## config.mk

```make
export PLATFORM = sky130hd
export DESIGN_NAME = cam_init_seq
export DESIGN_NICKNAME = d
export VERILOG_FILES = /design/src/logic/cam_pkg.sv /design/src/logic/cam_init_seq.sv
export VERILOG_INCLUDE_DIRS = /design/src /design/src/logic
export SDC_FILE = /design/constraint.sdc
export NUM_CORES = 1
export LEC_CHECK = 0
export BUFFER_PORTS_ARGS = -buffer_cell sky130_fd_sc_hd__clkbuf_2
export CORE_MARGIN = 2
export CORE_UTILIZATION = 39
export DETAILED_ROUTE_END_ITERATION = 16
export GPL_TIMING_DRIVEN = 0
export MAX_ROUTING_LAYER = met4
export PLACE_DENSITY = 0.7
export SYNTH_ARGS = -nofsm -noshare
export SYNTH_HDL_FRONTEND = slang
export SYNTH_SLANG_ARGS = --single-unit
```

## constraint.sdc

```tcl
create_clock -name sys_clk -period 3.7 [get_ports sys_clk]
set_clock_uncertainty 0.2 [all_clocks]
set_input_delay 0.37 -clock sys_clk [delete_from_list [all_inputs] [get_ports sys_clk]]
set_output_delay 0.37 -clock sys_clk [all_outputs]
set_load 0.1 [all_outputs]
```

## src/logic/cam_consts.svh

```systemverilog
`ifndef CAM_CONSTS_SVH
`define CAM_CONSTS_SVH

// ------------------------------------------------------------
// Frame geometry, scaled down for simulation
// ------------------------------------------------------------
`define CAM_H_ACT   16          // Pixels per line
`define CAM_V_ACT   8           // Lines per frame

// Raster size including blanking
`define VID_H_TOTAL 24
`define VID_V_TOTAL 12
`define VID_HS_LEN  2           // Hsync width in cycles
`define VID_VS_LEN  1           // Vsync width in lines

// SCCB bus
`define SCCB_DIV    4           // sys_clk cycles per SCL half period
`define SCCB_ID     8'h42       // Sensor write address

`define CFG_NUM     6           // Register table entries

`endif

```

## src/logic/cam_pkg.sv

```systemverilog
package cam_pkg;

    // One RGB565 pixel
    typedef logic [15:0] pixel_t;

    typedef enum logic [2:0] {
        IDLE,
        START,
        SHIFT,
        STOP,
        ACK
    } sccb_state_e;

    typedef enum logic [1:0] {
        REQ,
        WAIT_ACK,
        WAIT_DROP,
        DONE
    } init_state_e;

    typedef enum logic [1:0] {
        WAIT_CFG,
        WAIT_VS,
        ACTIVE
    } cap_state_e;

endpackage

```

## src/logic/cam_init_seq.sv

```systemverilog
`timescale 1ns/1ps
`include "cam_consts.svh"

module cam_init_seq (
    input  logic       sys_clk,
    input  logic       rst_n,
    input  logic       cfg_ack,
    output logic       cfg_req,
    output logic [7:0] cfg_addr,
    output logic [7:0] cfg_data,
    output logic       cfg_done
);
    import cam_pkg::*;

    localparam int            IW       = $clog2(`CFG_NUM);
    localparam logic [IW-1:0] IDX_LAST = IW'(`CFG_NUM - 1);

    // Register address in the high byte, value in the low byte
    localparam logic [15:0] CFG_TABLE [`CFG_NUM] = '{
        16'h1246,   // COM7, QVGA RGB output
        16'h0c10,   // COM3
        16'h1722,   // HSTART
        16'h18a4,   // HSIZE
        16'h1907,   // VSTRT
        16'h1af0    // VSIZE
    };

    init_state_e   state;
    logic [IW-1:0] idx;     // Current table entry

    // Stable while the request is up, idx only moves after ack drops
    assign cfg_addr = CFG_TABLE[idx][15:8];
    assign cfg_data = CFG_TABLE[idx][7:0];

    always_ff @(posedge sys_clk) begin
        if (!rst_n) begin
            state    <= REQ;
            idx      <= '0;
            cfg_req  <= 1'b0;
            cfg_done <= 1'b0;
        end else begin
            case (state)
                REQ: begin
                    cfg_req <= 1'b1;
                    state   <= WAIT_ACK;
                end
                WAIT_ACK: begin
                    if (cfg_ack) begin
                        cfg_req <= 1'b0;
                        state   <= WAIT_DROP;
                    end
                end
                WAIT_DROP: begin
                    if (!cfg_ack) begin             // Handshake closed
                        if (idx == IDX_LAST) begin
                            cfg_done <= 1'b1;
                            state    <= DONE;
                        end else begin
                            idx   <= idx + 1'b1;
                            state <= REQ;
                        end
                    end
                end
                DONE:    cfg_done <= 1'b1;          // Rest here
                default: state <= REQ;
            endcase
        end
    end

endmodule

```

==> out/qor.yml <==
cts:
  root_buffer: "clkbuf_4"
  cts_tree: "yes"
  path_clk_slew_ns: 0.05
  cts_resized: 0
  cts_sinks: 7
  cts_max_path_buffers: 2
  cts_buffers: 3
  cts_setup_buffers: 0
  holdBufCountCts: 0
  htreeDepth: 1
  clk-insertion-delay-late_ns: 0.25
setup_path:
  crit_slowest_cell: "clkbuf_2"
  slowest_delay_ns: 0.47
  cp.arrival_ns: 1.93
  crit_required_ns: 3.13
  path_buf_inv: 2
  critPathKind: "flop to output port"
  cp_top_family: "buffers and inverters"
  path_cells: "inv_1 -> ha_1 -> nor2b_2 -> a21oi_1 -> clkbuf_2"
  endpoint_kind: "output port"
  cp-start-kind: "flop"
  crit_fanout: 7
power_and_ir_drop:
  p_int_mw: 0.144
  p_leak_nw: 0.355
  power_density_nw_per_um2: 362
  sequentialPowerShare_pct: 33.0
  p_clk_share_pct: 27.3
  p_comb_share_pct: 39.8
  finalPower_mw: 0.260
  p_sw_share_pct: 44.6
  p_sw_mw: 0.116
  ir_drop_uv: 174
yosys:
  synth-xor-area-share_pct: 0
  synth_top_family_by_area: "adder cells"
  netlist_instances: 71
  ys_types: 26
  synth-compound-area-share_pct: 20.5
  ys_seq_elements: 7
  yosysTopAreaCell: "dfxtp_1"
  syn-cell-area_um2: 581
  synth-simple-area-share_pct: 17.7
  yosysWarnings: 0
  synthTopCellsByArea: "dfxtp_1, ha_1, buf_4"
  ys_seq_area_share_pct: 24.1
  yosys.area_share.adder_pct: 21.6
  yosysTopAreaCellShare_pct: 24.1
  muxShareOfSynthArea_pct: 1.94
  syn_avg_cell_area_um2: 8.18
finish:
  antennaDiodeCount: 0
  drive_gt1_share_pct: 34.0
  area_growth_pct: 23.9
  nFillCells: 146
  fin_nets: 108
route:
  wl_per_cell_um: 9.76
  initialDrtViolationCount: 8
  detail_route.vias_per_cell: 4.83
  routed_wl_um: 1060
  drc_errors: 0
  firstDrtPassIters: 2
  ant_nets: 0
  via_count: 527
sta:
  worst_pin_slew_ns: 0.540
  rsz0062_at_grt: "no"
  tns_ns: 0
  finalHoldViolCount: 0
  slew_headroom_pct: 64.1
  fin_crit_sh_pct: 67.6
  slew_viol_final: 0
  fmax_mhz: 400
  setup_viol: 0
  min_period_ns: 2.50
  fin_ws_ns: 1.20
floorplan:
  fp.dieW_um: 42.6
  die_y_um: 42.6
  die-area_um2: 1810
  io_pins: 21
  rows: 13
  core_area_um2: 1350
  initial_core_util_pct: 43.0
placed_design:
  numPortBuffers: 16
  place.gp.congestion: 0.758
  pre_cts_ws_ns: 1.46
  place_hpwl_um: 846
grt:
  antenna_found_initial: 0
  grt_max_degree: 11
  grt-ovfl-total: 0
  track_usage_pct: 14.5
  grt_pass1_vias: 489
  grt_pass1_wl_um: 1960
run:
  maxCapViolations: 0
hold_path:
  min_path_type: "input port to flop"
status:
  status: "complete, no violations"
-- power groups by stage --
stage | Combinational [mW] | Clock [mW] | Sequential (mW)
6_report | 0.104 | 0.0710 | 0.0858
3_5_place_dp | 0.104 | 0 | 0.0875
3_3_place_gp | 0.102 | 0 | 0.0873
2_1_floorplan | 0.0747 | 0 | 0.103
4_1_cts | 0.104 | 0.0732 | 0.0859
5_1_grt | 0.109 | 0.0777 | 0.0867
-- cell usage after synthesis (all sizes together) --
cell type,instances
or2b,1
and3,1
a211oi,1
o22ai,1
conb,1
nor3,1
nand2b,1
dfxtp,7
nor2,3
a311oi,1
buf,5
o21ai,6
o21a,1
nand3,2
nor4,1
a221oi,1
o221ai,1
nand2,5
nor2b,3
inv,11
a21oi,5
ha,10
mux2,1
and2,1
-- flip-flops by register name, summed over array words and instances (netlist names) --
signal and cells:
idx 3, cfg_done 1, cfg_req 1, state 2
-- worst register-to-register path: cells and delay by family, from the launching register on --
kind                     cells  cell delay, ns
AND/OR/NAND/NOR              3            0.57
flip-flops                   1            0.34
buffers and inverters        1            0.16
adder cells (fa/ha/maj)      1            0.25
-- per-stage QoR --
step / cells / hold WS [ns] / instance area [um2] / utilization [%]
2_1_floorplan: 74 / 0.287 / 594 / -
3_3_place_gp: 105 / 0.248 / 693 / 51.3
3_5_place_dp: 105 / 0.253 / 693 / 51.3
4_1_cts: 109 / 0.137 / 719 / 53.3
5_1_grt: 109 / 0.149 / 719 / 53.3
6_report: 109 / 0.141 / 719 / 53.3
-- layer usage --
layer / up-vias / part of all wire, % / routed length, um / global-route usage, %
met5: - / 0 / 0 / -
met4: 0 / 0.85 / 9 / 9.38
met3: 2 / 7.0 / 75 / 2.59
met2: 18 / 45 / 481 / 23.7
met1: 227 / 47 / 498 / 15.9
li1: 280 / - / - / -
-- path summary, 6_finish.rpt --
check / startpoint / to / slack (ns) / cells after the start
max: idx[0]$_SDFFE_PN0P_ / cfg_data[2] / 1.20 / 5
max reg2reg: state[0]$_SDFFE_PN0P_ / idx[2]$_SDFFE_PN0P_ / 2.07 / 5
min: rst_n / cfg_done$_SDFFE_PN0P_ / 0.14 / 2
min reg2reg: cfg_done$_SDFFE_PN0P_ / cfg_done$_SDFFE_PN0P_ / 0.26 / 1
-- cell usage in the layout, fill, tap and decap left out, types with 2 or more instances in the layout --
cell type  count
inv_1         10
nand2_1        5
ha_1          10
clkbuf_4       3
nand3_1        2
o21ai_0        4
clkbuf_2      16
a21oi_1        5
dfxtp_1        7
buf_4          5
nor2b_1        2
conb_1         4
nor2_1         3
-- layout make-up --
class | instances | area, um2 | area share [%]
multi-input cells | 51 | 375 | 52.2
flip-flops and latches | 7 | 140 | 19.5
repair buffers | 16 | 80.1 | 11.1
inverters | 11 | 41.3 | 5.74
plain buffers | 5 | 37.5 | 5.22
clock buffers | 4 | 26.3 | 3.65
well taps | 15 | 18.8 | 2.61
-- kinds of logic after synthesis --
family / after synthesis
and+or+nand+nor: 19
AOI/OAI and AO/OA: 17
other: 1
muxes: 1
DFF: 7
adders and majority gates: 10
buffers and inverters: 16
Power figures use the tool's default switching activity.
