$ cat src/logic/cam_consts.svh
`ifndef CAM_CONSTS_SVH
`define CAM_CONSTS_SVH

// ------------------------------------------------------------
// Frame geometry, scaled down for simulation
// ------------------------------------------------------------
`define CAM_H_ACT   16          // Pixels per line
`define CAM_V_ACT   8           // Lines per frame

// Raster size including blanking
`define VID_H_TOTAL 24
`define VID_V_TOTAL 12
`define VID_HS_LEN  2           // Hsync width in cycles
`define VID_VS_LEN  1           // Vsync width in lines

// SCCB bus
`define SCCB_DIV    4           // sys_clk cycles per SCL half period
`define SCCB_ID     8'h42       // Sensor write address

`define CFG_NUM     6           // Register table entries

`endif

$ cat src/logic/cam_pkg.sv
package cam_pkg;

    // One RGB565 pixel
    typedef logic [15:0] pixel_t;

    typedef enum logic [2:0] {
        IDLE,
        START,
        SHIFT,
        STOP,
        ACK
    } sccb_state_e;

    typedef enum logic [1:0] {
        REQ,
        WAIT_ACK,
        WAIT_DROP,
        DONE
    } init_state_e;

    typedef enum logic [1:0] {
        WAIT_CFG,
        WAIT_VS,
        ACTIVE
    } cap_state_e;

endpackage

$ cat src/logic/video_timing.sv
`timescale 1ns/1ps
`include "cam_consts.svh"

module video_timing (
    input  logic            sys_clk,
    input  logic            rst_n,
    input  cam_pkg::pixel_t rd_data,
    output logic            vt_frame_start,
    output logic            rd_en,
    output logic            vid_hsync,
    output logic            vid_vsync,
    output logic            vid_de,
    output cam_pkg::pixel_t vid_data
);

    localparam int            CW      = $clog2(`VID_H_TOTAL);
    localparam int            LW      = $clog2(`VID_V_TOTAL);
    localparam logic [CW-1:0] H_LAST  = CW'(`VID_H_TOTAL - 1);
    localparam logic [CW-1:0] H_ACT   = CW'(`CAM_H_ACT);
    localparam logic [CW-1:0] HS_END  = CW'(`CAM_H_ACT + `VID_HS_LEN);
    localparam logic [LW-1:0] V_LAST  = LW'(`VID_V_TOTAL - 1);
    localparam logic [LW-1:0] V_ACT   = LW'(`CAM_V_ACT);
    localparam logic [LW-1:0] VS_END  = LW'(`CAM_V_ACT + `VID_VS_LEN);

    logic [CW-1:0] h_cnt;   // Column
    logic [LW-1:0] v_cnt;   // Line
    logic          hs_next;
    logic          vs_next;

    // ------------------------------------------------------------
    // Raster counters, free running from reset
    // ------------------------------------------------------------
    always_ff @(posedge sys_clk) begin
        if (!rst_n) begin
            h_cnt <= '0;
            v_cnt <= '0;
        end else if (h_cnt == H_LAST) begin
            h_cnt <= '0;
            v_cnt <= (v_cnt == V_LAST) ? '0 : v_cnt + 1'b1;
        end else begin
            h_cnt <= h_cnt + 1'b1;
        end
    end

    // Active area sits at the top left of the raster
    assign rd_en          = (h_cnt < H_ACT) && (v_cnt < V_ACT);
    assign vt_frame_start = (h_cnt == '0) && (v_cnt == '0);
    assign hs_next        = (h_cnt >= H_ACT) && (h_cnt < HS_END);
    assign vs_next        = (v_cnt >= V_ACT) && (v_cnt < VS_END);    // Whole lines

    // One stage, aligned with the buffer read register
    always_ff @(posedge sys_clk) begin
        if (!rst_n) begin
            vid_de    <= 1'b0;
            vid_hsync <= 1'b0;
            vid_vsync <= 1'b0;
        end else begin
            vid_de    <= rd_en;
            vid_hsync <= hs_next;
            vid_vsync <= vs_next;
        end
    end

    assign vid_data = vid_de ? rd_data : '0;    // Blank outside the active area

endmodule

$ cat config.mk
export PLATFORM = sky130hd
export DESIGN_NAME = video_timing
export DESIGN_NICKNAME = d
export VERILOG_FILES = /design/src/logic/cam_pkg.sv /design/src/logic/video_timing.sv
export VERILOG_INCLUDE_DIRS = /design/src /design/src/logic
export SDC_FILE = /design/constraint.sdc
export NUM_CORES = 1
export LEC_CHECK = 0
export BUFFER_PORTS_ARGS = -buffer_cell sky130_fd_sc_hd__buf_2
export CAP_MARGIN = 30
export CORE_UTILIZATION = 37
export DETAILED_ROUTE_END_ITERATION = 6
export PLACE_DENSITY = 0.71
export SYNTH_ARGS = -nofsm -noshare
export SYNTH_HDL_FRONTEND = slang
export SYNTH_SLANG_ARGS = --single-unit
$ cat constraint.sdc
create_clock -name sys_clk -period 1.29 [get_ports sys_clk]
set_input_delay 0 -clock sys_clk [delete_from_list [all_inputs] [get_ports sys_clk]]
set_output_delay 0 -clock sys_clk [all_outputs]
set_load 0.005 [all_outputs]
==> flow_summary.ini <==
[route]
drt.antenna.violating_nets = 0
drt-total-wl_um = 1420
avgViaCountPerCell = 4.79
drt_first_iter_violations = 23
via_count = 675
pre_antenna_drt_iters = 7
drc_errors = 7
routedWlPerCell_um = 10.1

[worst_setup_path]
cp-startpoint = h_cnt[4]$_SDFF_PP0_
timing.reg2reg.worst_path_depth = 4
rr_startpoint = h_cnt[1]$_SDFF_PP0_
critPathRequiredTime_ns = 1.29
endpoint_kind = output pin
path_delay_family = simple AND/OR/NAND/NOR gates
worstPathCellList = buf_6 -> nor4_4 -> and4_1 -> buf_2
worst-endpoint-arrival_ns = 1.27
worstPathMaxFanout = 4
worstSetupEndpoint = vt_frame_start
worst-r2r-setup-slack_ns = 0.08
cp_num_cells = 4
setup.worst_path.start_class = flip-flop
timing.critical_path.slowest_stage_cell = sky130_fd_sc_hd__dfxtp_2
crit_type = reg2out
regToRegEndpoint = v_cnt[0]$_SDFFE_PN0N_
timing.critical_path.buf_inv = 2
critical-path-max-stage-delay_ns = 0.34

[global_routing]
global_route.usage.total_pct = 15.1
grt_first_pass_wirelength_um = 2210
antenna_found_initial = 0
grt_pass1_vias = 577
grt_max_degree = 18
total_congestion_overflow = 0

[clock_network]
tritoncts_sink_count = 12
cts_hold_buf = 0
worst_skew_pair.late_latency_ns = 0.26
inserted_clock_buffers = 3
clk_pin_slew_ns = 0.07
cts_tree = built
cts-root-buf = sky130_fd_sc_hd__clkbuf_4
cts.htree.levels = 1
clock_tree.buffer_depth = 2

[final_layout]
diodes = 0
final_design_area_no_fill_um2 = 992
flow.area_growth_from_synthesis_pct = 51.0
mostFrequentLayoutCell = sky130_fd_sc_hd__buf_2
highest_count_cells_in_the_layout_ignoring_fill_and_taps = sky130_fd_sc_hd__buf_2, sky130_fd_sc_hd__and2_1, sky130_fd_sc_hd__buf_4, sky130_fd_sc_hd__inv_1, sky130_fd_sc_hd__dfxtp_1
fill_cells = 135
layout-drive-gt1-share_pct = 48.8
total_area_of_multi_input_combinational_cells_um2 = 405
area.sequential_um2 = 249
nNetsFinal = 150

[power_and_ir_drop]
seq_power_share_pct = 52.1
comb_pwr_share_pct = 20.4
power.switching_fraction_pct = 24.8
p_int_uw = 595
power_density_mw_per_mm2 = 797
static-leakage-power_uw = 0.000530
net-switching-power_uw = 196
power_share_of_the_clock_group_pct = 27.5
irDropWorstVdd_v = 0.000597

[yosys]
synthesis.instances = 77
ys_seq_elements = 12
synth.avg_cell_area_um2 = 8.53
synthesis.yosys.warnings = 0
post_synth_num_cell_types = 24
synth-seq-area-share_pct = 36.6
synth.net_count = 100
summed_instance_area_of_the_synthesized_netlist_um2 = 657

[sta]
fmax_ghz = 0.787
setup_repair_after_global_routing_missed_its_margin = true
timing_hold_violations_final = 0
setup_viol_count_final = 0
fin_crit_ns = 1.27
final.setup.tns_ns = 0
slew-limit-headroom_pct = 79.0
clock_skew_ns = 0.00206
period_share_pct = 98.5
max_slew.worst_pin.slew_ns = 0.315
maxSlewViolCount = 0

[die]
die-height_um = 44.1
die_x_um = 44.1
floorplan.initialDensity_pct = 41.7
core_area_mm2 = 0.00158
rows = 14
floorplan.io_pins = 39
dieArea_mm2 = 0.00195

[status]
status = complete, but fails checks
violations_in_the_final_reports = DRC

[place]
gp_congestion = 0.724
dp.final_hpwl_um = 1130
port_buffers = 38
post_detailed_placement_cell_area_um2 = 906

[run]
cap_violations = 0

[hold_path]
hp-class = in2reg
[routing by layer]
metal  global-route usage (%)  part of all wire, %  up-vias
li1                         -                    -      353
met1                     15.6                   40      284
met2                     28.2                   48       38
met3                     3.67                   12        0
met4                     7.27                    0        0
met5                        0                    0        -
[area by class of cell]
type / count / share of cell area (%)
Tap cell: 16 / 2.02
Sequential cell: 12 / 25.1
Inverter: 7 / 2.65
Timing Repair Buffer: 48 / 27.1
Clock buffer: 3 / 2.27
Multi-Input combinational cell: 55 / 40.9
[worst min-delay path by stage]
stage / startpoint / to / slack (ns) / cells past startpoint
after global routing: rst_n / vid_hsync$_SDFF_PN0_ / 0.02 / 3
after CTS: rst_n / vid_hsync$_SDFF_PN0_ / 0.002 / 3
after floorplan: rd_data[0] / vid_data[0] / 0.12 / 1
after detailed placement: rd_data[10] / vid_data[10] / 0.27 / 3
final: rst_n / vid_hsync$_SDFF_PN0_ / 0.009 / 3
after global placement: rd_data[7] / vid_data[7] / 0.27 / 3
[power groups by stage]
| stage | Clock, uW | Sequential (uW) | Combinational (uW) |
|---|---|---|---|
| final | 218 | 412 | 161 |
| after global routing | 240 | 417 | 184 |
| after CTS | 223 | 410 | 158 |
| after detailed placement | 0 | 419 | 150 |
| after global placement | 0 | 418 | 150 |
| after floorplan | 0 | 408 | 80.9 |
[worst register-to-register path: cells and delay by family, from the launching register on]
family,cells,cell delay (ns)
flip-flops,1,0.37
AO/OA/AOI/OAI,2,0.48
AND/OR/NAND/NOR,1,0.13
adder cells (fa/ha/maj),1,0.16
[stage by stage]
| stage | hold slack (ns) | setup WS (ns) | std cells | power, uW | util (%) |
|---|---|---|---|---|---|
| after global routing | 0.0170 | -0.0640 | 141 | 841 | 62.9 |
| final | 0.00864 | 0.0190 | 141 | 791 | 62.9 |
| after global placement | 0.271 | 0.0537 | 133 | 568 | 57.5 |
| after floorplan | 0.116 | 0.0326 | 77 | 489 | - |
| after detailed placement | 0.274 | 0.00319 | 133 | 569 | 57.5 |
| after CTS | 0.00230 | 0.00472 | 138 | 791 | 60.6 |
[sequential cells by signal, indices dropped and copies added, names as in the netlist]
| signal | cells |
|---|---|
| h_cnt | 5 |
| v_cnt | 4 |
| vid_hsync | 1 |
| vid_de | 1 |
| vid_vsync | 1 |
[synthesized netlist by cell type]
| cell type | number | area share [%] |
|---|---|---|
| sky130_fd_sc_hd__dfxtp_1 | 12 | 37 |
| sky130_fd_sc_hd__a31oi_1 | 1 | 0.95 |
| sky130_fd_sc_hd__nand2b_1 | 1 | 0.95 |
| sky130_fd_sc_hd__nor2_1 | 5 | 2.9 |
| sky130_fd_sc_hd__clkbuf_1 | 2 | 1.1 |
| sky130_fd_sc_hd__xnor2_1 | 1 | 1.3 |
| sky130_fd_sc_hd__and2_1 | 16 | 15 |
| sky130_fd_sc_hd__nor4_1 | 2 | 1.9 |
| sky130_fd_sc_hd__xor2_1 | 1 | 1.3 |
| sky130_fd_sc_hd__nor3_1 | 1 | 0.76 |
| sky130_fd_sc_hd__nand4b_4 | 1 | 3.6 |
| sky130_fd_sc_hd__inv_1 | 7 | 4.0 |
| sky130_fd_sc_hd__ha_1 | 5 | 9.5 |
| sky130_fd_sc_hd__nand4b_1 | 1 | 1.3 |
| sky130_fd_sc_hd__and4_1 | 2 | 2.7 |
| sky130_fd_sc_hd__nand3_1 | 3 | 2.3 |
| sky130_fd_sc_hd__a311o_2 | 1 | 1.7 |
| sky130_fd_sc_hd__buf_2 | 1 | 0.76 |
| sky130_fd_sc_hd__o21ai_0 | 1 | 0.76 |
| sky130_fd_sc_hd__nand2_1 | 6 | 3.4 |
| sky130_fd_sc_hd__mux2i_1 | 1 | 1.5 |
| sky130_fd_sc_hd__a21oi_1 | 3 | 2.3 |
| sky130_fd_sc_hd__or3_1 | 2 | 1.9 |
| sky130_fd_sc_hd__and3_2 | 1 | 1.1 |
[repair_timing]
item / 4_1_cts / 5_1_grt
buffers inserted: 2 / 3
resized for setup: 4 / 4
hold endpoints to repair: 0 / 0
cloned: 0 / 0
pin swaps: 1 / 5
endpoints found under the setup margin: 2 / 2
[logic make-up (layout without fill, tap and decap cells)]
| family | after synthesis | in the layout | share of synthesized area [%] |
|---|---|---|---|
| adder cells (fa/ha/maj) | 5 | 5 | 9.52 |
| multiplexers | 1 | 1 | 1.52 |
| buffers and inverters | 10 | 58 | 5.91 |
| flip-flops | 12 | 12 | 36.6 |
| AND/OR/NAND/NOR | 41 | 41 | 38.1 |
| XOR/XNOR | 2 | 2 | 2.67 |
| AO/OA/AOI/OAI | 6 | 6 | 5.71 |
Note: power is estimated with default switching activity, not from simulation.
