<file path="src/logic/cam_consts.svh">
`ifndef CAM_CONSTS_SVH
`define CAM_CONSTS_SVH

// ------------------------------------------------------------
// Frame geometry, scaled down for simulation
// ------------------------------------------------------------
`define CAM_H_ACT   16          // Pixels per line
`define CAM_V_ACT   8           // Lines per frame

// Raster size including blanking
`define VID_H_TOTAL 24
`define VID_V_TOTAL 12
`define VID_HS_LEN  2           // Hsync width in cycles
`define VID_VS_LEN  1           // Vsync width in lines

// SCCB bus
`define SCCB_DIV    4           // sys_clk cycles per SCL half period
`define SCCB_ID     8'h42       // Sensor write address

`define CFG_NUM     6           // Register table entries

`endif

</file>
<file path="src/logic/cam_pkg.sv">
package cam_pkg;

    // One RGB565 pixel
    typedef logic [15:0] pixel_t;

    typedef enum logic [2:0] {
        IDLE,
        START,
        SHIFT,
        STOP,
        ACK
    } sccb_state_e;

    typedef enum logic [1:0] {
        REQ,
        WAIT_ACK,
        WAIT_DROP,
        DONE
    } init_state_e;

    typedef enum logic [1:0] {
        WAIT_CFG,
        WAIT_VS,
        ACTIVE
    } cap_state_e;

endpackage

</file>
<file path="src/logic/sccb_writer.sv">
`timescale 1ns/1ps
`include "cam_consts.svh"

module sccb_writer (
    input  logic       sys_clk,
    input  logic       rst_n,
    input  logic       cfg_req,
    input  logic [7:0] cfg_addr,
    input  logic [7:0] cfg_data,
    output logic       cfg_ack,
    output logic       cam_scl,
    output logic       cam_sda
);
    import cam_pkg::*;

    localparam int            DW       = $clog2(`SCCB_DIV);
    localparam logic [DW-1:0] DIV_LAST = DW'(`SCCB_DIV - 1);
    localparam logic [DW-1:0] DIV_MID  = DW'(`SCCB_DIV / 2 - 1);  // SDA update point
    localparam logic [4:0]    BIT_LAST = 5'd26;                    // Three 9-bit phases

    sccb_state_e   state;
    logic [DW-1:0] div_cnt;
    logic          tick;        // Last cycle of a half period
    logic          half;        // 0 while SCL low, 1 while SCL high
    logic [4:0]    bit_cnt;
    logic [26:0]   shreg;       // ID, address, data, each with a trailing don't-care

    assign tick = (div_cnt == DIV_LAST);

    // Half period divider, parked outside a transfer
    always_ff @(posedge sys_clk) begin
        if (!rst_n) begin
            div_cnt <= '0;
        end else if (state == IDLE || state == ACK || tick) begin
            div_cnt <= '0;
        end else begin
            div_cnt <= div_cnt + 1'b1;
        end
    end

    always_ff @(posedge sys_clk) begin
        if (state == IDLE && cfg_req) begin
            shreg <= {`SCCB_ID, 1'b1, cfg_addr, 1'b1, cfg_data, 1'b1};
        end else if (state == SHIFT && half && tick) begin
            shreg <= {shreg[25:0], 1'b0};   // Next bit after SCL high half
        end
    end

    // ------------------------------------------------------------
    // Bus sequencing
    // ------------------------------------------------------------
    always_ff @(posedge sys_clk) begin
        if (!rst_n) begin
            state   <= IDLE;
            half    <= 1'b0;
            bit_cnt <= '0;
            cfg_ack <= 1'b0;
            cam_scl <= 1'b1;    // Bus idles high
            cam_sda <= 1'b1;
        end else begin
            case (state)
                IDLE: begin
                    if (cfg_req) begin
                        cam_sda <= 1'b0;    // Start, SDA falls with SCL high
                        state   <= START;
                    end
                end
                START: begin
                    if (tick) begin
                        cam_scl <= 1'b0;
                        half    <= 1'b0;
                        bit_cnt <= '0;
                        state   <= SHIFT;
                    end
                end
                SHIFT: begin
                    if (!half && div_cnt == DIV_MID) begin
                        cam_sda <= shreg[26];   // MSB first, mid low half
                    end
                    if (tick) begin
                        cam_scl <= ~half;
                        half    <= ~half;
                        if (half) begin
                            if (bit_cnt == BIT_LAST) begin
                                state <= STOP;
                            end else begin
                                bit_cnt <= bit_cnt + 1'b1;
                            end
                        end
                    end
                end
                STOP: begin
                    if (!half && div_cnt == DIV_MID) begin
                        cam_sda <= 1'b0;        // Prepare the rising stop edge
                    end
                    if (tick) begin
                        if (half) begin
                            cam_sda <= 1'b1;    // Stop, SDA rises with SCL high
                            cfg_ack <= 1'b1;
                            state   <= ACK;
                        end else begin
                            cam_scl <= 1'b1;
                            half    <= 1'b1;
                        end
                    end
                end
                ACK: begin
                    if (!cfg_req) begin         // Hold until request drops
                        cfg_ack <= 1'b0;
                        state   <= IDLE;
                    end
                end
                default: state <= IDLE;
            endcase
        end
    end

endmodule

</file>
<file path="config.mk">
export PLATFORM = sky130hd
export DESIGN_NAME = sccb_writer
export DESIGN_NICKNAME = d
export VERILOG_FILES = /design/src/logic/cam_pkg.sv /design/src/logic/sccb_writer.sv
export VERILOG_INCLUDE_DIRS = /design/src /design/src/logic
export SDC_FILE = /design/constraint.sdc
export NUM_CORES = 1
export LEC_CHECK = 0
export BUFFER_PORTS_ARGS = -buffer_cell sky130_fd_sc_hd__buf_2
export CAP_MARGIN = 20
export CORE_ASPECT_RATIO = 1.5
export CORE_MARGIN = 3
export CORE_UTILIZATION = 47
export CTS_CLUSTER_DIAMETER = 80
export CTS_CLUSTER_SIZE = 16
export DETAILED_ROUTE_END_ITERATION = 6
export MAX_ROUTING_LAYER = met4
export PLACE_DENSITY_LB_ADDON = 0.08
export RECOVER_POWER = 25
export SLEW_MARGIN = 15
export SYNTH_ARGS = -nofsm -noshare
export SYNTH_HDL_FRONTEND = slang
export SYNTH_SLANG_ARGS = --single-unit
export TNS_END_PERCENT = 20
</file>
<file path="constraint.sdc">
create_clock -name sys_clk -period 1.6 [get_ports sys_clk]
set_input_delay 0.16 -clock sys_clk [delete_from_list [all_inputs] [get_ports sys_clk]]
set_output_delay 0.16 -clock sys_clk [all_outputs]
set_load 0.01 [all_outputs]
</file>
==> results by group <==
Status
  – Status: finished, final reports clean

Global route
  – Via count of the first global-routing pass: 1279
  – Wire length of the first global-routing pass: just under 6 mm
  – Pin count of the biggest net entering global routing: 21
  – Initial antenna violation count: 0
  – Global route total overflow: 0
  – GRT Overall Usage: 16.7%

Clock tree
  – CTS clk-pin slew, worst paths: 0.08 ns
  – Root buffer selected by CTS: sky130_fd_sc_hd__clkbuf_8
  – Worst skew pair latency: 0.29 ns
  – Level count of the clock H-tree: 2
  – Number of buffers added to fix hold violations after cts: 0
  – TritonCTS clock tree: yes
  – Clock sink count: 41
  – CTS Buf Count: 5
  – CTS max path bufs: 2

Layout
  – Growth of design area from synthesis to finish: 14.4%
  – Commonest cells after routing, fill and taps aside: sky130_fd_sc_hd__dfxtp_1, sky130_fd_sc_hd__a22o_1, sky130_fd_sc_hd__buf_2
  – Net count, final: 211
  – Count of placed standard cells in the final layout, fillers left out: 232
  – Fraction of final layout cells with drive strength greater than 1: 24.9%
  – Antenna Diode Count: 0
  – Leading cell type in the layout, fill and taps excluded: sky130_fd_sc_hd__dfxtp_1

Synthesis
  – Dominant cell type by area after synthesis: sky130_fd_sc_hd__dfxtp_1
  – YS warnings: 0
  – Synthesized netlist net count: roughly 180
  – Synth Cell Area: 0.00182 sq mm
  – Post-synth EDFFs: 16
  – Share of the synthesized area in the top cell type: a little over a quarter
  – Top area cells in the synthesized netlist: sky130_fd_sc_hd__dfxtp_1, sky130_fd_sc_hd__edfxtp_1, sky130_fd_sc_hd__a22o_1
  – Post-Synthesis Cells: 159
  – Number of distinct library cell variants in the gate-level netlist after synthesis: a little over 40
  – Async set or reset register ratio after synthesis: 0%
  – Primary FF master, synth: sky130_fd_sc_hd__dfxtp_1
  – Mean area per synthesized cell: ~11 sq um
  – Flip-flop and latch count after synthesis: 41
  – Share of synthesized area occupied by flip-flops and latches: 53.8%

Die
  – Ports: 22
  – Row Count: 27
  – Width of the die: 56.8 microns
  – Area enclosed by the die boundary: roughly 0.0047 sq mm
  – Placeable core area: ~0.0037 sq mm
  – Chip height: around 82 microns
  – Starting density of the core: 49.0%

Worst setup path
  – Critical R2R Launch: state[0]
  – Data required time at the worst endpoint: 1.59 ns
  – CP Class: register to register
  – Worst Setup SP: state[0]
  – Data arrival time of the worst path: about 1.5 ns
  – Peak fanout along the critical path: 20
  – Sort of element at the end of the critical path: register
  – Worst Setup Start Kind: register

Detailed routing
  – Router iterations before antenna repair: 4
  – Average wire per cell in the routed design: 15.2 microns
  – Met2 routed wirelength: ~1.8 mm
  – Total via count in the routed design: 1320
  – Number of design rule violations left after detail routing: 0
  – Drt initial violations: 39
  – Routed via count divided by cell count: 5.69
  – Antenna Violating Nets Remaining: 0
  – Top routing layer in use: met4
  – Routed WL: 3.53 mm
  – Routed metal-1 wirelength: 1.44 mm
  – Length of routed met3 wiring: 160 microns

STA
  – Worst-margin pin slew: ~0.28 ns
  – Number of setup violations in the final report: 0
  – Clock period minus final worst setup slack: 1.49 ns
  – Hold Vio Cnt, Final: 0
  – Count of final max-slew check failures: 0
  – Worst-case hold slack: 0.140 ns
  – Setup TNS after final layout: 0 ns
  – Worst setup margin: 0.111 ns
  – Achievable frequency: around 0.67 GHz
  – Worst clock skew on the final layout: 0.00912 ns
  – Final cycle utilization of the critical path: 93.0%
  – Headroom to the max-slew limit: about four fifths
  – Unrepaired setup endpoints after global routing: false

Power and ir drop
  – Lkg Pwr: a little under 0.8 nW
  – Int Pwr: 1.54 mW
  – Switch Pwr: 0.426 mW
  – Power per cell area: roughly 940 mW/mm^2
  – Power share of the combinational group: 7.0%
  – Switching share of power: 21.7%
  – Relative contribution of sequential cells to total power: 57.8%
  – Clock network fraction of total power: 35.2%
  – VDD IR-drop max: 681 uV

Placed design
  – Input/output buffers: 21
  – Place WS: about 0.052 ns
  – Total half-perimeter wirelength after legalization and detailed placement: 2.58 mm
  – Placer congestion estimate: 0.832
  – Placed instance count: 224

Run
  – Count of max-cap constraint violations: 0

Min path
  – HP Class: input pin to register
  – Source of the worst hold timing path: rst_n
-- final cells by class --
type	count	area, sq um
multi-input cells	103	749
repair buffers	31	180
flip-flops and latches	41	981
inverters	6	30.0
fillers	342	1630
clock buffers	8	90.1
well taps	43	53.8
-- synthesized netlist by cell type (3+ instances only) --
library cell / instances
sky130_fd_sc_hd__dfxtp_1: 25
sky130_fd_sc_hd__nor2_1: 14
sky130_fd_sc_hd__a22o_1: 21
sky130_fd_sc_hd__nand2b_1: 3
sky130_fd_sc_hd__nand2_1: 10
sky130_fd_sc_hd__buf_2: 3
sky130_fd_sc_hd__edfxtp_1: 16
sky130_fd_sc_hd__nor3_1: 3
sky130_fd_sc_hd__inv_1: 5
sky130_fd_sc_hd__a21oi_1: 5
sky130_fd_sc_hd__o22a_1: 4
sky130_fd_sc_hd__nand3_1: 3
sky130_fd_sc_hd__ha_1: 4
sky130_fd_sc_hd__buf_6: 5
sky130_fd_sc_hd__o21ai_0: 6
-- timing repair --
action	in CTS	in global routing
setup endpoints to repair	0	41
setup buffers	0	0
gates resized for setup	0	4
-- worst paths after layout --
check                           slack [ns]   endpoint  cells past startpoint
worst min register to register        0.47  shreg[25]                      1
worst min-delay path                  0.14    cam_scl                      2
worst max-delay path                  0.11  shreg[10]                      4
worst max register to register        0.11  shreg[10]                      4
-- layer usage --
layer / global-route usage [%] / up-vias
met5: - / -
met4: 8.12 / 0
met3: 3.89 / 10
met2: 28.5 / 37
met1: 18.5 / 629
li1: - / 644
-- cells by family after synthesis --
kind of cell    after synthesis  synth area share, %
compound gates               47                 20.1
simple gates                 50                 16.9
flops                        41                 53.8
fa+ha+maj                     4                 2.75
buf+inv                      15                 5.43
xor+xnor                      2                0.962
-- stage by stage --
| step | utilization (%) | area (sq um) | total power [mW] |
|---|---|---|---|
| after global placement | 53.4 | 1980 | 1.29 |
| final | 56.1 | 2080 | 1.96 |
| after CTS | 55.8 | 2070 | 1.98 |
| after floorplan | - | 1830 | 1.25 |
| after detailed placement | 53.4 | 1980 | 1.29 |
| after global routing | 56.1 | 2080 | 2.04 |
-- registers in the layout (all words and copies together), names as in the netlist --
| register | count |
|---|---|
| cam_sda | 1 |
| cam_scl | 1 |
| div_cnt | 2 |
| state | 3 |
| half | 1 |
| shreg | 27 |
| bit_cnt | 5 |
| cfg_ack | 1 |
-- worst max-delay path, stage by stage (launching register included) --
cell and delay (ns):
sky130_fd_sc_hd__dfxtp_1 0.33, sky130_fd_sc_hd__or3b_4 0.43, sky130_fd_sc_hd__nor2_8 0.18, sky130_fd_sc_hd__nor2_4 0.10
sky130_fd_sc_hd__inv_8 0.14
-- power groups by stage --
stage | Clock (mW) | Sequential (mW) | Combinational, mW
2_1_floorplan | 0 | 1.16 | 0.0928
3_3_place_gp | 0 | 1.16 | 0.134
3_5_place_dp | 0 | 1.16 | 0.138
4_1_cts | 0.712 | 1.13 | 0.138
5_1_grt | 0.750 | 1.14 | 0.154
6_report | 0.690 | 1.13 | 0.138
Power figures use the tool's default switching activity.
