<file path="src/logic/cam_consts.svh">
`ifndef CAM_CONSTS_SVH
`define CAM_CONSTS_SVH

// ------------------------------------------------------------
// Frame geometry, scaled down for simulation
// ------------------------------------------------------------
`define CAM_H_ACT   16          // Pixels per line
`define CAM_V_ACT   8           // Lines per frame

// Raster size including blanking
`define VID_H_TOTAL 24
`define VID_V_TOTAL 12
`define VID_HS_LEN  2           // Hsync width in cycles
`define VID_VS_LEN  1           // Vsync width in lines

// SCCB bus
`define SCCB_DIV    4           // sys_clk cycles per SCL half period
`define SCCB_ID     8'h42       // Sensor write address

`define CFG_NUM     6           // Register table entries

`endif

</file>
<file path="src/logic/cam_pkg.sv">
package cam_pkg;

    // One RGB565 pixel
    typedef logic [15:0] pixel_t;

    typedef enum logic [2:0] {
        IDLE,
        START,
        SHIFT,
        STOP,
        ACK
    } sccb_state_e;

    typedef enum logic [1:0] {
        REQ,
        WAIT_ACK,
        WAIT_DROP,
        DONE
    } init_state_e;

    typedef enum logic [1:0] {
        WAIT_CFG,
        WAIT_VS,
        ACTIVE
    } cap_state_e;

endpackage

</file>
<file path="src/logic/cam_capture.sv">
`timescale 1ns/1ps

module cam_capture (
    input  logic            sys_clk,
    input  logic            rst_n,
    input  logic            cfg_done,
    input  logic            cam_vsync,
    input  logic            cam_href,
    input  logic [7:0]      cam_data,
    output logic            frame_start,
    output logic            pix_valid,
    output cam_pkg::pixel_t pix_data
);
    import cam_pkg::*;

    cap_state_e state;
    logic       vsync_d;
    logic       href_d;
    logic       vs_rise;
    logic       href_rise;
    logic       lo_next;    // Next byte on href is the low byte
    logic       take_hi;
    logic       take_lo;
    logic [7:0] hi_byte;    // Held until its partner arrives

    assign vs_rise   = cam_vsync & ~vsync_d;
    assign href_rise = cam_href & ~href_d;

    // Pulse on entry to ACTIVE and on every later frame
    assign frame_start = vs_rise && (state != WAIT_CFG);

    // A line always opens with a high byte
    assign take_lo = (state == ACTIVE) && cam_href && lo_next && !href_rise;
    assign take_hi = (state == ACTIVE) && cam_href && !take_lo;

    always_ff @(posedge sys_clk) begin
        if (!rst_n) begin
            state     <= WAIT_CFG;
            vsync_d   <= 1'b0;
            href_d    <= 1'b0;
            lo_next   <= 1'b0;
            pix_valid <= 1'b0;
        end else begin
            vsync_d   <= cam_vsync;
            href_d    <= cam_href;
            lo_next   <= take_hi;
            pix_valid <= take_lo;           // One cycle after the low byte
            case (state)
                WAIT_CFG: if (cfg_done) state <= WAIT_VS;
                WAIT_VS:  if (vs_rise)  state <= ACTIVE;
                ACTIVE:   state <= ACTIVE;
                default:  state <= WAIT_CFG;
            endcase
        end
    end

    // Pixel payload
    always_ff @(posedge sys_clk) begin
        if (take_hi) begin
            hi_byte <= cam_data;
        end
        if (take_lo) begin
            pix_data <= {hi_byte, cam_data};
        end
    end

endmodule

</file>
<file path="config.mk">
export PLATFORM = sky130hd
export DESIGN_NAME = cam_capture
export DESIGN_NICKNAME = d
export VERILOG_FILES = /design/src/logic/cam_consts.svh /design/src/logic/cam_pkg.sv /design/src/logic/cam_capture.sv
export SDC_FILE = /design/constraint.sdc
export NUM_CORES = 1
export LEC_CHECK = 0
export BUFFER_PORTS_ARGS = -buffer_cell sky130_fd_sc_hd__buf_2
export CAP_MARGIN = 20
export CORE_MARGIN = 2
export CORE_UTILIZATION = 30
export DETAILED_ROUTE_END_ITERATION = 10
export HOLD_SLACK_MARGIN = 0.15
export SYNTH_ARGS = -nofsm -noshare
export SYNTH_HDL_FRONTEND = slang
export SYNTH_SLANG_ARGS = --single-unit
</file>
<file path="constraint.sdc">
create_clock -name sys_clk -period 3.35 [get_ports sys_clk]
set_input_delay 0.335 -clock sys_clk [delete_from_list [all_inputs] [get_ports sys_clk]]
set_output_delay 0.335 -clock sys_clk [all_outputs]
set_load 0.01 [all_outputs]
</file>
==> run summary, run 1 <==
### Die
- starting utilization of the core area: 30.76%
- Die Ht: 62.27 um
- FP Rows: 21
- area of the core: 3311 sq um
- overall die width: 62.27 um
- Total Die Area: 3877 sq um
- Boundary Pins: 31

### Power and ir drop
- leakage power summed over all cells: 0.0005030 uW
- Seq pwr share: 59.7%
- Int Power: 559.5 uW
- switching power summed over all nets: 185.4 uW
- power density of the placed cells: 578.6 nW/um^2
- fraction of power consumed by combinational cells: 14.3%
- switch share: 24.89%
- maximum resistive drop on vdd: 0.0002368 V
- power share of the clock group: 26.0%

### Global route
- global-route wire length before repair: 2.173 mm
- antenna violations before repair: 0
- combined global-route utilization of all metal layers: 7.888%
- GRT Residual Overflow: 0
- largest net degree at the start of global routing: 18
- vias in the first global route: 532

### Synthesis
- dominant combinational cell family by area after synthesis: simple AND/OR/NAND/NOR gates
- top area cells in the synthesized netlist: sky130_fd_sc_hd__edfxtp_1 71%, sky130_fd_sc_hd__dfxtp_1 12%, sky130_fd_sc_hd__ha_1 4.9%
- share of the yosys chip area belonging to registers: 82.56%
- area share of and/or/nand/nor cells after synthesis: 7.740%
- nets in the synthesized netlist: 71
- register bit count reported by yosys: 30
- adder-cell share of the synthesized area: 4.914%
- Compound-Gate Fraction of Synth Area: 2.088%
- Yosys top cell area share: 70.76%
- post-synth top area cell: sky130_fd_sc_hd__edfxtp_1
- synthesis warning total: 0
- XOR/XNOR share of the synthesized area: 0%
- Distinct cells, synth: 13
- average cell area after synthesis: 18.86 sq um
- gate count after technology mapping: 54
- share of synthesized area spent on multiplexers: 1.966%
- Synth Cell Area: 1018 sq um

### Drt
- number of detailed-route iterations in the first pass: 4
- starting DRC count in detailed routing: 25
- number of remaining DRC errors: 0
- remaining number of nets flagged by the antenna check after routing: 0
- drt total wl: 1.387 mm
- vias: 535
- Routed WL per cell: 9.978 um
- post-DR vias/cell: 3.849

### Critical path
- critical path class: flop to flop
- setup slack, reg-to-reg: 1.72 ns
- startpoint type of the worst setup path: flop
- cell count of the worst reg-to-reg path: 4
- Crit Reg-Reg Endpoint: hi_byte[0]$_DFFE_PP_
- Crit. End Element: flop
- launching point of the worst reg2reg path: state[0]$_SDFFE_PN0P_
- WP data required: 3.30 ns
- Crit Path Max Fanout: 9
- arrival time at the worst endpoint: 1.57 ns

### Timing
- hold violation total from the final report: 0
- actual transition at the worst max-transition pin: 0.7847 ns
- slew margin rel.: 47.68%
- unrepaired setup endpoints after global routing: no
- final worst-path cycle share: 48.57%
- setup total negative slack: 0 ns
- clock period minus worst slack: 1.627 ns
- f_max: 614.6 MHz
- clock skew: 0.009747 ns
- Max Transition Viols Final: 0
- final number of setup-violating endpoints: 0

### CTS
- sinks on the clock net: 30
- count of hold buffers inserted by post-cts repair: 0
- source-to-sink clock delay at the later pin of the worst-skew pair: 0.32 ns
- post-CTS setup buffer count: 0
- CTS tree: yes
- clock tree buffer depth: 2
- H-Tree Level Count: 2
- clock transition time at the flip-flop clock pins of the worst setup and hold paths: 0.09 ns
- number of cells upsized or downsized after cts: 0
- Root Buffer Master: sky130_fd_sc_hd__clkbuf_4
- CTS Buf Count: 5

### Place
- placed standard-cell area: 1234 sq um
- global placement routability congestion: 0.6386
- buffers added on ports: 30
- Detail Placement HPWL: 1.013 mm

### Min path
- origin of the worst min-delay path: cam_data[7]
- destination of the worst hold path: hi_byte[7]$_DFFE_PP_
- path category of the worst min-delay check: input port to flop
- number of instances on the worst hold path: 1

### Outcome
- run status: completed

### Layout
- area added between synthesis and finish: 26.41%
- number of nets in the finished design: 109
- fraction of final layout cells with drive strength greater than 1: 45.16%
- Design Area, Final: 1287 sq um
- Antenna diodes: 0

### Job
- max-cap check violation count: 0

-- cells by family (layout without fill, tap and decap cells) --
family                     count (synthesis)  count (layout)
buffers and inverters                      2              41
DFF                                       30              30
muxes                                      2               2
AOI/OAI and AO/OA                          2               2
adders and majority gates                  4               4
and+or+nand+nor                           14              14
-- power by group through the flow --
stage	Clock, uW	Combinational, uW	Sequential, uW
final	194	106	445
after global routing	223	123	448
after CTS	205	111	445
after detailed placement	0	110	454
after global placement	0	103	451
after floorplan	0	79.5	450
-- layout make-up --
class                      instances  area, sq um
fill                             336         2023
sequential                        30        840.8
multi-input combinational         22        170.2
timing repair buffer              31        157.7
tap                               46        57.56
clock buffer                       5        37.54
clock inverter                     3        16.27
inverter                           2        7.507
-- layout by cell type, fill, tap and decap left out --
cell,synthesis,routed
sky130_fd_sc_hd__buf_2,0,30
sky130_fd_sc_hd__inv_1,2,2
sky130_fd_sc_hd__a21oi_4,1,1
sky130_fd_sc_hd__clkbuf_4,0,5
sky130_fd_sc_hd__and2_2,1,1
sky130_fd_sc_hd__nor2_1,2,2
sky130_fd_sc_hd__nand2b_4,1,1
sky130_fd_sc_hd__mux2i_1,2,2
sky130_fd_sc_hd__clkinv_2,0,1
sky130_fd_sc_hd__edfxtp_1,24,24
sky130_fd_sc_hd__dfxtp_1,6,6
sky130_fd_sc_hd__clkinvlp_4,0,1
sky130_fd_sc_hd__ha_1,4,4
sky130_fd_sc_hd__nand2_1,6,6
sky130_fd_sc_hd__and2_1,3,3
sky130_fd_sc_hd__a21oi_1,1,1
sky130_fd_sc_hd__buf_4,0,1
sky130_fd_sc_hd__nor2b_2,1,1
sky130_fd_sc_hd__clkinv_1,0,1
-- per-stage QoR --
step,hold WS (ns),total power (uW),utilization [%],setup slack (ns),std cells
3_3_place_gp,0.4038,554.8,37.26,1.777,131
4_1_cts,0.1848,760.4,38.89,1.667,139
5_1_grt,0.1772,793.7,38.89,1.570,139
3_5_place_dp,0.4045,563.7,37.26,1.674,131
6_report,0.2012,744.9,38.89,1.723,139
2_1_floorplan,0.4003,529.6,-,1.637,54
-- how the worst max path moves through the flow --
stage                                     start  slack, ns                     to
after CTS                 state[0]$_SDFFE_PN0P_       1.67   hi_byte[0]$_DFFE_PP_
after global routing      state[0]$_SDFFE_PN0P_       1.57   hi_byte[6]$_DFFE_PP_
final                     state[0]$_SDFFE_PN0P_       1.72   hi_byte[0]$_DFFE_PP_
after global placement    state[0]$_SDFFE_PN0P_       1.78   hi_byte[4]$_DFFE_PP_
after detailed placement  state[0]$_SDFFE_PN0P_       1.67   hi_byte[4]$_DFFE_PP_
after floorplan           state[0]$_SDFFE_PN0P_       1.64  pix_data[0]$_DFFE_PP_
-- flip-flops by register name, summed over array words and instances (netlist names) --
signal     cells
hi_byte        8
lo_next        1
state          2
pix_valid      1
vsync_d        1
pix_data      16
href_d         1
-- worst max-delay path, stage by stage (launching register included) --
cell and delay, ns:
sky130_fd_sc_hd__dfxtp_1 0.33, sky130_fd_sc_hd__inv_1 0.11, sky130_fd_sc_hd__ha_1 0.15, sky130_fd_sc_hd__nand2_1 0.06, sky130_fd_sc_hd__a21oi_1 0.61
-- cells in the mapped netlist --
cell / count
sky130_fd_sc_hd__nand2b_4: 1
sky130_fd_sc_hd__and2_1: 3
sky130_fd_sc_hd__and2_2: 1
sky130_fd_sc_hd__inv_1: 2
sky130_fd_sc_hd__edfxtp_1: 24
sky130_fd_sc_hd__nand2_1: 6
sky130_fd_sc_hd__dfxtp_1: 6
sky130_fd_sc_hd__ha_1: 4
sky130_fd_sc_hd__a21oi_1: 1
sky130_fd_sc_hd__mux2i_1: 2
sky130_fd_sc_hd__nor2_1: 2
sky130_fd_sc_hd__nor2b_2: 1
sky130_fd_sc_hd__a21oi_4: 1
-- per-layer routing --
layer | global-route usage, % | share of wire [%] | vias up
li1 | - | - | 266
met1 | 7.967 | 38 | 240
met2 | 12.50 | 52 | 27
met3 | 3.986 | 9.3 | 2
met4 | 5.833 | 0.58 | 0
met5 | 0 | 0 | -
No activity file was read; power rests on OpenSTA's default activity.
==> run 2, diff against run 1 <==
==> constraint.sdc (replaced) <==
create_clock -name sys_clk -period 1.67 [get_ports sys_clk]
set_input_delay 0.167 -clock sys_clk [delete_from_list [all_inputs] [get_ports sys_clk]]
set_output_delay 0.167 -clock sys_clk [all_outputs]
set_load 0.01 [all_outputs]
==> run 2 against run 1 <==
Net effect: setup slack got worse by 1.4 ns; sequential share of layout area fell by 7.5 points; sequential cell count did not move; register-to-register slack got worse by 1.4 ns; clock skew fell by 0.0074 ns; total power rose by 150%; sequential power rose by 100%; critical path type is now flop to output pin; largest cell class unchanged.
==> run summary, run 2 (same netlist as run 1, synthesis figures left out) <==
### CTS
- Root Buffer Master: sky130_fd_sc_hd__clkbuf_4
- count of hold buffers inserted by post-cts repair: 11, +11
- CTS Buf Count: 5, unchanged
- H-Tree Level Count: 2, unchanged
- sinks on the clock net: 30, unchanged
- clock tree buffer depth: 2, unchanged
- source-to-sink clock delay at the later pin of the worst-skew pair: 0.31 ns, about the same
- CTS tree: yes
- clock transition time at the flip-flop clock pins of the worst setup and hold paths: 0.09 ns, about the same
- post-CTS setup buffer count: 0, unchanged
- number of cells upsized or downsized after cts: 0, unchanged

### Timing
- hold violation total from the final report: 0, unchanged
- f_max: 725.2 MHz
- final worst-path cycle share: 82.57%
- slew margin rel.: 86.06%, +38 points
- clock period minus worst slack: 1.379 ns
- unrepaired setup endpoints after global routing: no
- final number of setup-violating endpoints: 0, unchanged
- setup slack of the critical path after layout: 0.2911 ns, -1.432 ns
- actual transition at the worst max-transition pin: 0.2091 ns, -0.5756 ns
- setup total negative slack: 0 ns, unchanged
- Max Transition Viols Final: 0, unchanged
- clock skew: 0.002336 ns, -0.007411 ns

### Die
- starting utilization of the core area: 30.76%, unchanged
- overall die width: 62.27 um, unchanged
- Die Ht: 62.27 um, unchanged
- Total Die Area: 3877 sq um, unchanged
- FP Rows: 21, unchanged
- area of the core: 3311 sq um, unchanged
- Boundary Pins: 31, unchanged

### Place
- worst slack at placement: 0.3675 ns, -1.306 ns
- Detail Placement HPWL: 1.056 mm, +4.2%
- number of placed instances, taps included: 132, +0.76%
- buffers added on ports: 30, unchanged
- global placement routability congestion: 0.6852, +7.3%

### Critical path
- Crit Path Max Fanout: 3, -6
- startpoint type of the worst setup path: flop
- Crit. End Element: output pin
- arrival time at the worst endpoint: 1.21 ns, -0.36 ns
- WP data required: 1.50 ns, -1.80 ns
- critical path class: flop to output pin

### Outcome
- run status: completed

### Global route
- global-route wire length before repair: 2.435 mm, +12%
- largest net degree at the start of global routing: 18, unchanged
- antenna violations before repair: 0, unchanged
- combined global-route utilization of all metal layers: 8.555%, +0.67 points
- vias in the first global route: 591, +11%
- GRT Residual Overflow: 0, unchanged

### Layout
- top register by number of flip-flops: pix_data
- area added between synthesis and finish: 42.88%
- fraction of final layout cells with drive strength greater than 1: 41.90%, -3.3 points
- final core occ: 43.95%, +5.1 points
- largest registers: pix_data: 16 flops, hi_byte: 8 flops, state: 2 flops
- number of nets in the finished design: 121, +11%
- highest-count cells in the layout ignoring fill and taps: 30 x sky130_fd_sc_hd__buf_2, 24 x sky130_fd_sc_hd__edfxtp_1, 11 x sky130_fd_sc_hd__dlygate4sd3_1
- most common cell after layout, fill and taps aside: sky130_fd_sc_hd__buf_2
- Filler Cells Inserted: 322, -4.2%
- Final Instance Count excl. Fillers: 151, +8.6%
- max reg flops: 16, unchanged
- Antenna diodes: 0, unchanged

### Drt
- number of detailed-route iterations in the first pass: 2, -2
- Routed WL per cell: 9.987 um, about the same
- drt total wl: 1.508 mm, +8.7%
- starting DRC count in detailed routing: 18, -28%
- vias: 597, +12%
- post-DR vias/cell: 3.954, +2.7%
- remaining number of nets flagged by the antenna check after routing: 0, unchanged
- number of remaining DRC errors: 0, unchanged

### Job
- max-cap check violation count: 0, unchanged

### Power and ir drop
- Final Power: 1826 uW, +150%
- maximum resistive drop on vdd: 0.0007864 V, +230%
- power density of the placed cells: 1255 nW/um^2, +120%
- leakage power summed over all cells: 0.0005785 uW, +15%

### Min path
- path category of the worst min-delay check: input port to flop

==> run 2: critical path, stage by stage (launching register included) <==
cell and delay [ns]:
sky130_fd_sc_hd__dfxtp_1 0.36, sky130_fd_sc_hd__inv_1 0.08, sky130_fd_sc_hd__ha_1 0.22, sky130_fd_sc_hd__nor2_1 0.10
sky130_fd_sc_hd__buf_2 0.13
==> run 2: cell type report <==
class,instances,area [sq um],share of cell area (%)
sequential,30,840.8,57.78
timing repair buffer,43,275.3,18.92
multi-input combinational,22,172.7,11.87
clock inverter,3,63.81,4.385
tap,46,57.56,3.955
clock buffer,5,37.54,2.580
inverter,2,7.507,0.5159
==> run 2: final timing paths <==
| kind | from | cells after the start | end | slack, ns |
|---|---|---|---|---|
| worst min register to register | hi_byte[2]$_DFFE_PP_ | 0 | pix_data[10]$_DFFE_PP_ | 0.42 |
| worst max-delay path | state[0]$_SDFFE_PN0P_ | 4 | frame_start | 0.29 |
| worst max register to register | state[0]$_SDFFE_PN0P_ | 5 | pix_data[5]$_DFFE_PP_ | 0.37 |
| worst min-delay path | cfg_done | 4 | state[0]$_SDFFE_PN0P_ | 0.23 |
==> run 2: power by group <==
part           switching, uW  leakage [uW]  internal [uW]
Sequential              22.3      0.000265            868
Clock                    235     0.0000528            461
Combinational            120      0.000260            120
Total                    377      0.000578           1450
==> run 2: layer usage <==
metal  vias to the layer above  GRT usage (%)  wire (um)
li1                        294              -          -
met1                       275          8.690        598
met2                        24          13.72        745
met3                         4          3.804        123
met4                         0          6.667         40
met5                         -              0          0
==> run 2: metrics by stage <==
step | instance area [sq um] | hold WS, ns
after CTS | 1455 | 0.2321
after global placement | 1244 | 0.3600
after floorplan | 1021 | 0.2659
after global routing | 1455 | 0.2409
after detailed placement | 1244 | 0.3642
final | 1455 | 0.2349
==> run 3, diff against run 2 <==
==> constraint.sdc (replaced) <==
create_clock -name sys_clk -period 1.14 [get_ports sys_clk]
set_input_delay 0.114 -clock sys_clk [delete_from_list [all_inputs] [get_ports sys_clk]]
set_output_delay 0.114 -clock sys_clk [all_outputs]
set_load 0.01 [all_outputs]
==> run 3 against run 2 <==
Net effect: the flow now finishes with violations (setup timing); critical path type is now flop to flop; sequential share of layout area is 3.5 points lower; count of clock-buffer cells in the layout did not move; total power is 40% higher; clock power is 18% lower; non-clock buffer count is 6 higher; wire length up 13%; largest cell class unchanged; sequential power rose by 48%.
==> run summary, run 3 (same netlist as run 1, synthesis figures left out) <==
### Timing
- final number of setup-violating endpoints: 22, +22
- clock period minus worst slack: 1.242 ns
- setup slack of the critical path after layout: -0.1017 ns, -0.3928 ns
- Max Transition Viols Final: 0, unchanged
- Hold WS: 0.1788 ns, -0.05614 ns
- slew margin rel.: 84.69%, -1.4 points
- actual transition at the worst max-transition pin: 0.2294 ns, +0.02032 ns
- unrepaired setup endpoints after global routing: yes
- final worst-path cycle share: 108.9%
- hold violation total from the final report: 0, unchanged
- f_max: 805.4 MHz
- clock skew: 0.006232 ns, +0.003896 ns

### Critical path
- startpoint type of the worst setup path: flop
- cells along the critical path: buf_6 -> ha_4 -> nand2_8 -> nor2_4 -> buf_12
- Crit-path slowest cell: sky130_fd_sc_hd__dfxtp_2
- WP data required: 1.18 ns, -0.32 ns
- longest individual stage delay on the worst path: 0.35 ns, about the same
- Crit Path Max Fanout: 14, +11
- arrival time at the worst endpoint: 1.28 ns, +0.07 ns
- critical path class: flop to flop
- Crit. End Element: flop

### Power and ir drop
- leakage power summed over all cells: 0.0005976 uW, +3.3%
- power density of the placed cells: 1642 nW/um^2, +31%
- maximum resistive drop on vdd: 0.0007404 V, -5.9%
- Final Power: 2552 uW, +40%

### Layout
- area added between synthesis and finish: 52.58%
- fraction of final layout cells with drive strength greater than 1: 53.57%, +12 points
- final core occ: 46.94%, +3.0 points
- Filler Cells Inserted: 309, -4.0%
- max reg flops: 16, unchanged
- Antenna diodes: 0, unchanged
- largest registers: pix_data: 16 flops, hi_byte: 8 flops, state: 2 flops
- most common cell after layout, fill and taps aside: sky130_fd_sc_hd__buf_2
- top register by number of flip-flops: pix_data
- highest-count cells in the layout ignoring fill and taps: 30 x sky130_fd_sc_hd__buf_2, 24 x sky130_fd_sc_hd__edfxtp_1, 11 x sky130_fd_sc_hd__dlygate4sd3_1
- combined flip-flop and latch cell area: 843.3 sq um, +0.30%
- Multi-input gate area: 249.0 sq um, +44%
- Final Instance Count excl. Fillers: 158, +4.6%
- number of nets in the finished design: 128, +5.8%

### Global route
- combined global-route utilization of all metal layers: 9.832%, +1.3 points
- antenna violations before repair: 0, unchanged
- largest net degree at the start of global routing: 15, -3
- met2 GRT Util: 16.44%, +2.7 points
- global-route wire length before repair: 2.773 mm, +14%
- GR peak layer: met2
- GR Layer Usage met3: 5.616%, +1.8 points
- vias in the first global route: 626, +5.9%
- GRT Residual Overflow: 0, unchanged
- met1 Usage GRT: 10.08%, +1.4 points

### Die
- Boundary Pins: 31, unchanged
- overall die width: 62.27 um, unchanged
- Total Die Area: 3877 sq um, unchanged
- Die Ht: 62.27 um, unchanged
- FP Rows: 21, unchanged
- area of the core: 3311 sq um, unchanged
- starting utilization of the core area: 30.76%, unchanged

### Drt
- starting DRC count in detailed routing: 16, -2
- drt total wl: 1.704 mm, +13%
- number of remaining DRC errors: 0, unchanged
- remaining number of nets flagged by the antenna check after routing: 0, unchanged
- Routed WL per cell: 10.78 um, +8.0%
- number of detailed-route iterations in the first pass: 3, +1
- post-DR vias/cell: 3.956, about the same
- vias: 625, +4.7%

### Place
- worst slack at placement: -0.07116 ns, -0.4387 ns
- global placement routability congestion: 0.6963, +1.6%
- number of placed instances, taps included: 135, +2.3%
- buffers added on ports: 30, unchanged

### Outcome
- failing checks: setup timing
- run status: finished, violations left

### CTS
- clock tree buffer depth: 2, unchanged
- source-to-sink clock delay at the later pin of the worst-skew pair: 0.32 ns, about the same
- CTS Buf Count: 5, unchanged
- CTS tree: yes
- clock transition time at the flip-flop clock pins of the worst setup and hold paths: 0.09 ns, about the same
- H-Tree Level Count: 2, unchanged
- Root Buffer Master: sky130_fd_sc_hd__clkbuf_4
- sinks on the clock net: 30, unchanged

### Job
- max-cap check violation count: 0, unchanged

### Min path
- path category of the worst min-delay check: input port to flop

## run 3: cell types whose count changed in the layout (fill, tap and decap cells not counted), moves of 2 or more
| cell | delta |
|---|---|
| sky130_fd_sc_hd__a21oi_4 | +2 |
| sky130_fd_sc_hd__buf_4 | +3 |
| sky130_fd_sc_hd__buf_6 | +2 |
| sky130_fd_sc_hd__bufinv_16 | -2 |
| sky130_fd_sc_hd__dfxtp_1 | -2 |
| sky130_fd_sc_hd__dfxtp_2 | +2 |
| sky130_fd_sc_hd__ha_1 | -2 |
| sky130_fd_sc_hd__ha_4 | +2 |
| sky130_fd_sc_hd__inv_1 | -2 |
## run 3: cell type report
class / count / share of cell area (%)
clock buffers: 5 / 2.415
clock inverters: 3 / 1.047
inverters: 2 / 0.6441
multi-input cells: 23 / 16.02
flip-flops and latches: 30 / 54.27
well taps: 46 / 3.704
repair buffers: 49 / 21.90
## run 3: metrics by stage
stage | cell area [sq um] | TNS (ns)
floorplan | 1060 | -0.9975
global placement | 1318 | -0.2110
detailed placement | 1318 | -0.6486
CTS | 1524 | -1.322
global route | 1554 | -2.847
finish | 1554 | -1.696
## run 3: where the power goes
| group | switching, uW | leakage, uW | internal, uW |
|---|---|---|---|
| Sequential | 45.0 | 0.000266 | 1280 |
| Combinational | 291 | 0.000303 | 368 |
| Clock | 342 | 0.0000286 | 229 |
| Total | 678 | 0.000598 | 1870 |
## run 3: path summary, 6_finish.rpt
kind                         startpoint  depth (start not counted)                      to  slack (ns)
setup / recovery  state[1]$_SDFFE_PN0P_                          5  pix_data[15]$_DFFE_PP_       -0.10
hold / removal                 cfg_done                          4   state[0]$_SDFFE_PN0P_        0.18
setup reg to reg  state[1]$_SDFFE_PN0P_                          5  pix_data[15]$_DFFE_PP_       -0.10
hold reg to reg    hi_byte[6]$_DFFE_PP_                          0  pix_data[14]$_DFFE_PP_        0.42
## run 3: per-layer routing
metal  wire, um  vias to the layer above
met5          0                        -
met4         21                        0
met3        144                        4
met2        857                       30
met1        681                      282
li1           -                      309
## run 3: critical path, delay by kind of cell (launching register included)
kind | cells | cell delay, ns
fa+ha+maj | 1 | 0.15
buf+inv | 2 | 0.26
flops | 1 | 0.35
simple gates | 2 | 0.20
## run 3: what timing repair did
item                       4_1_cts  5_1_grt
pin swaps                        1        0
cloned                           1        0
setup buffers                    2        1
setup endpoints to repair       27       29
gates resized for setup          5        4
hold endpoints to repair        22        0
hold buffers                    11        0
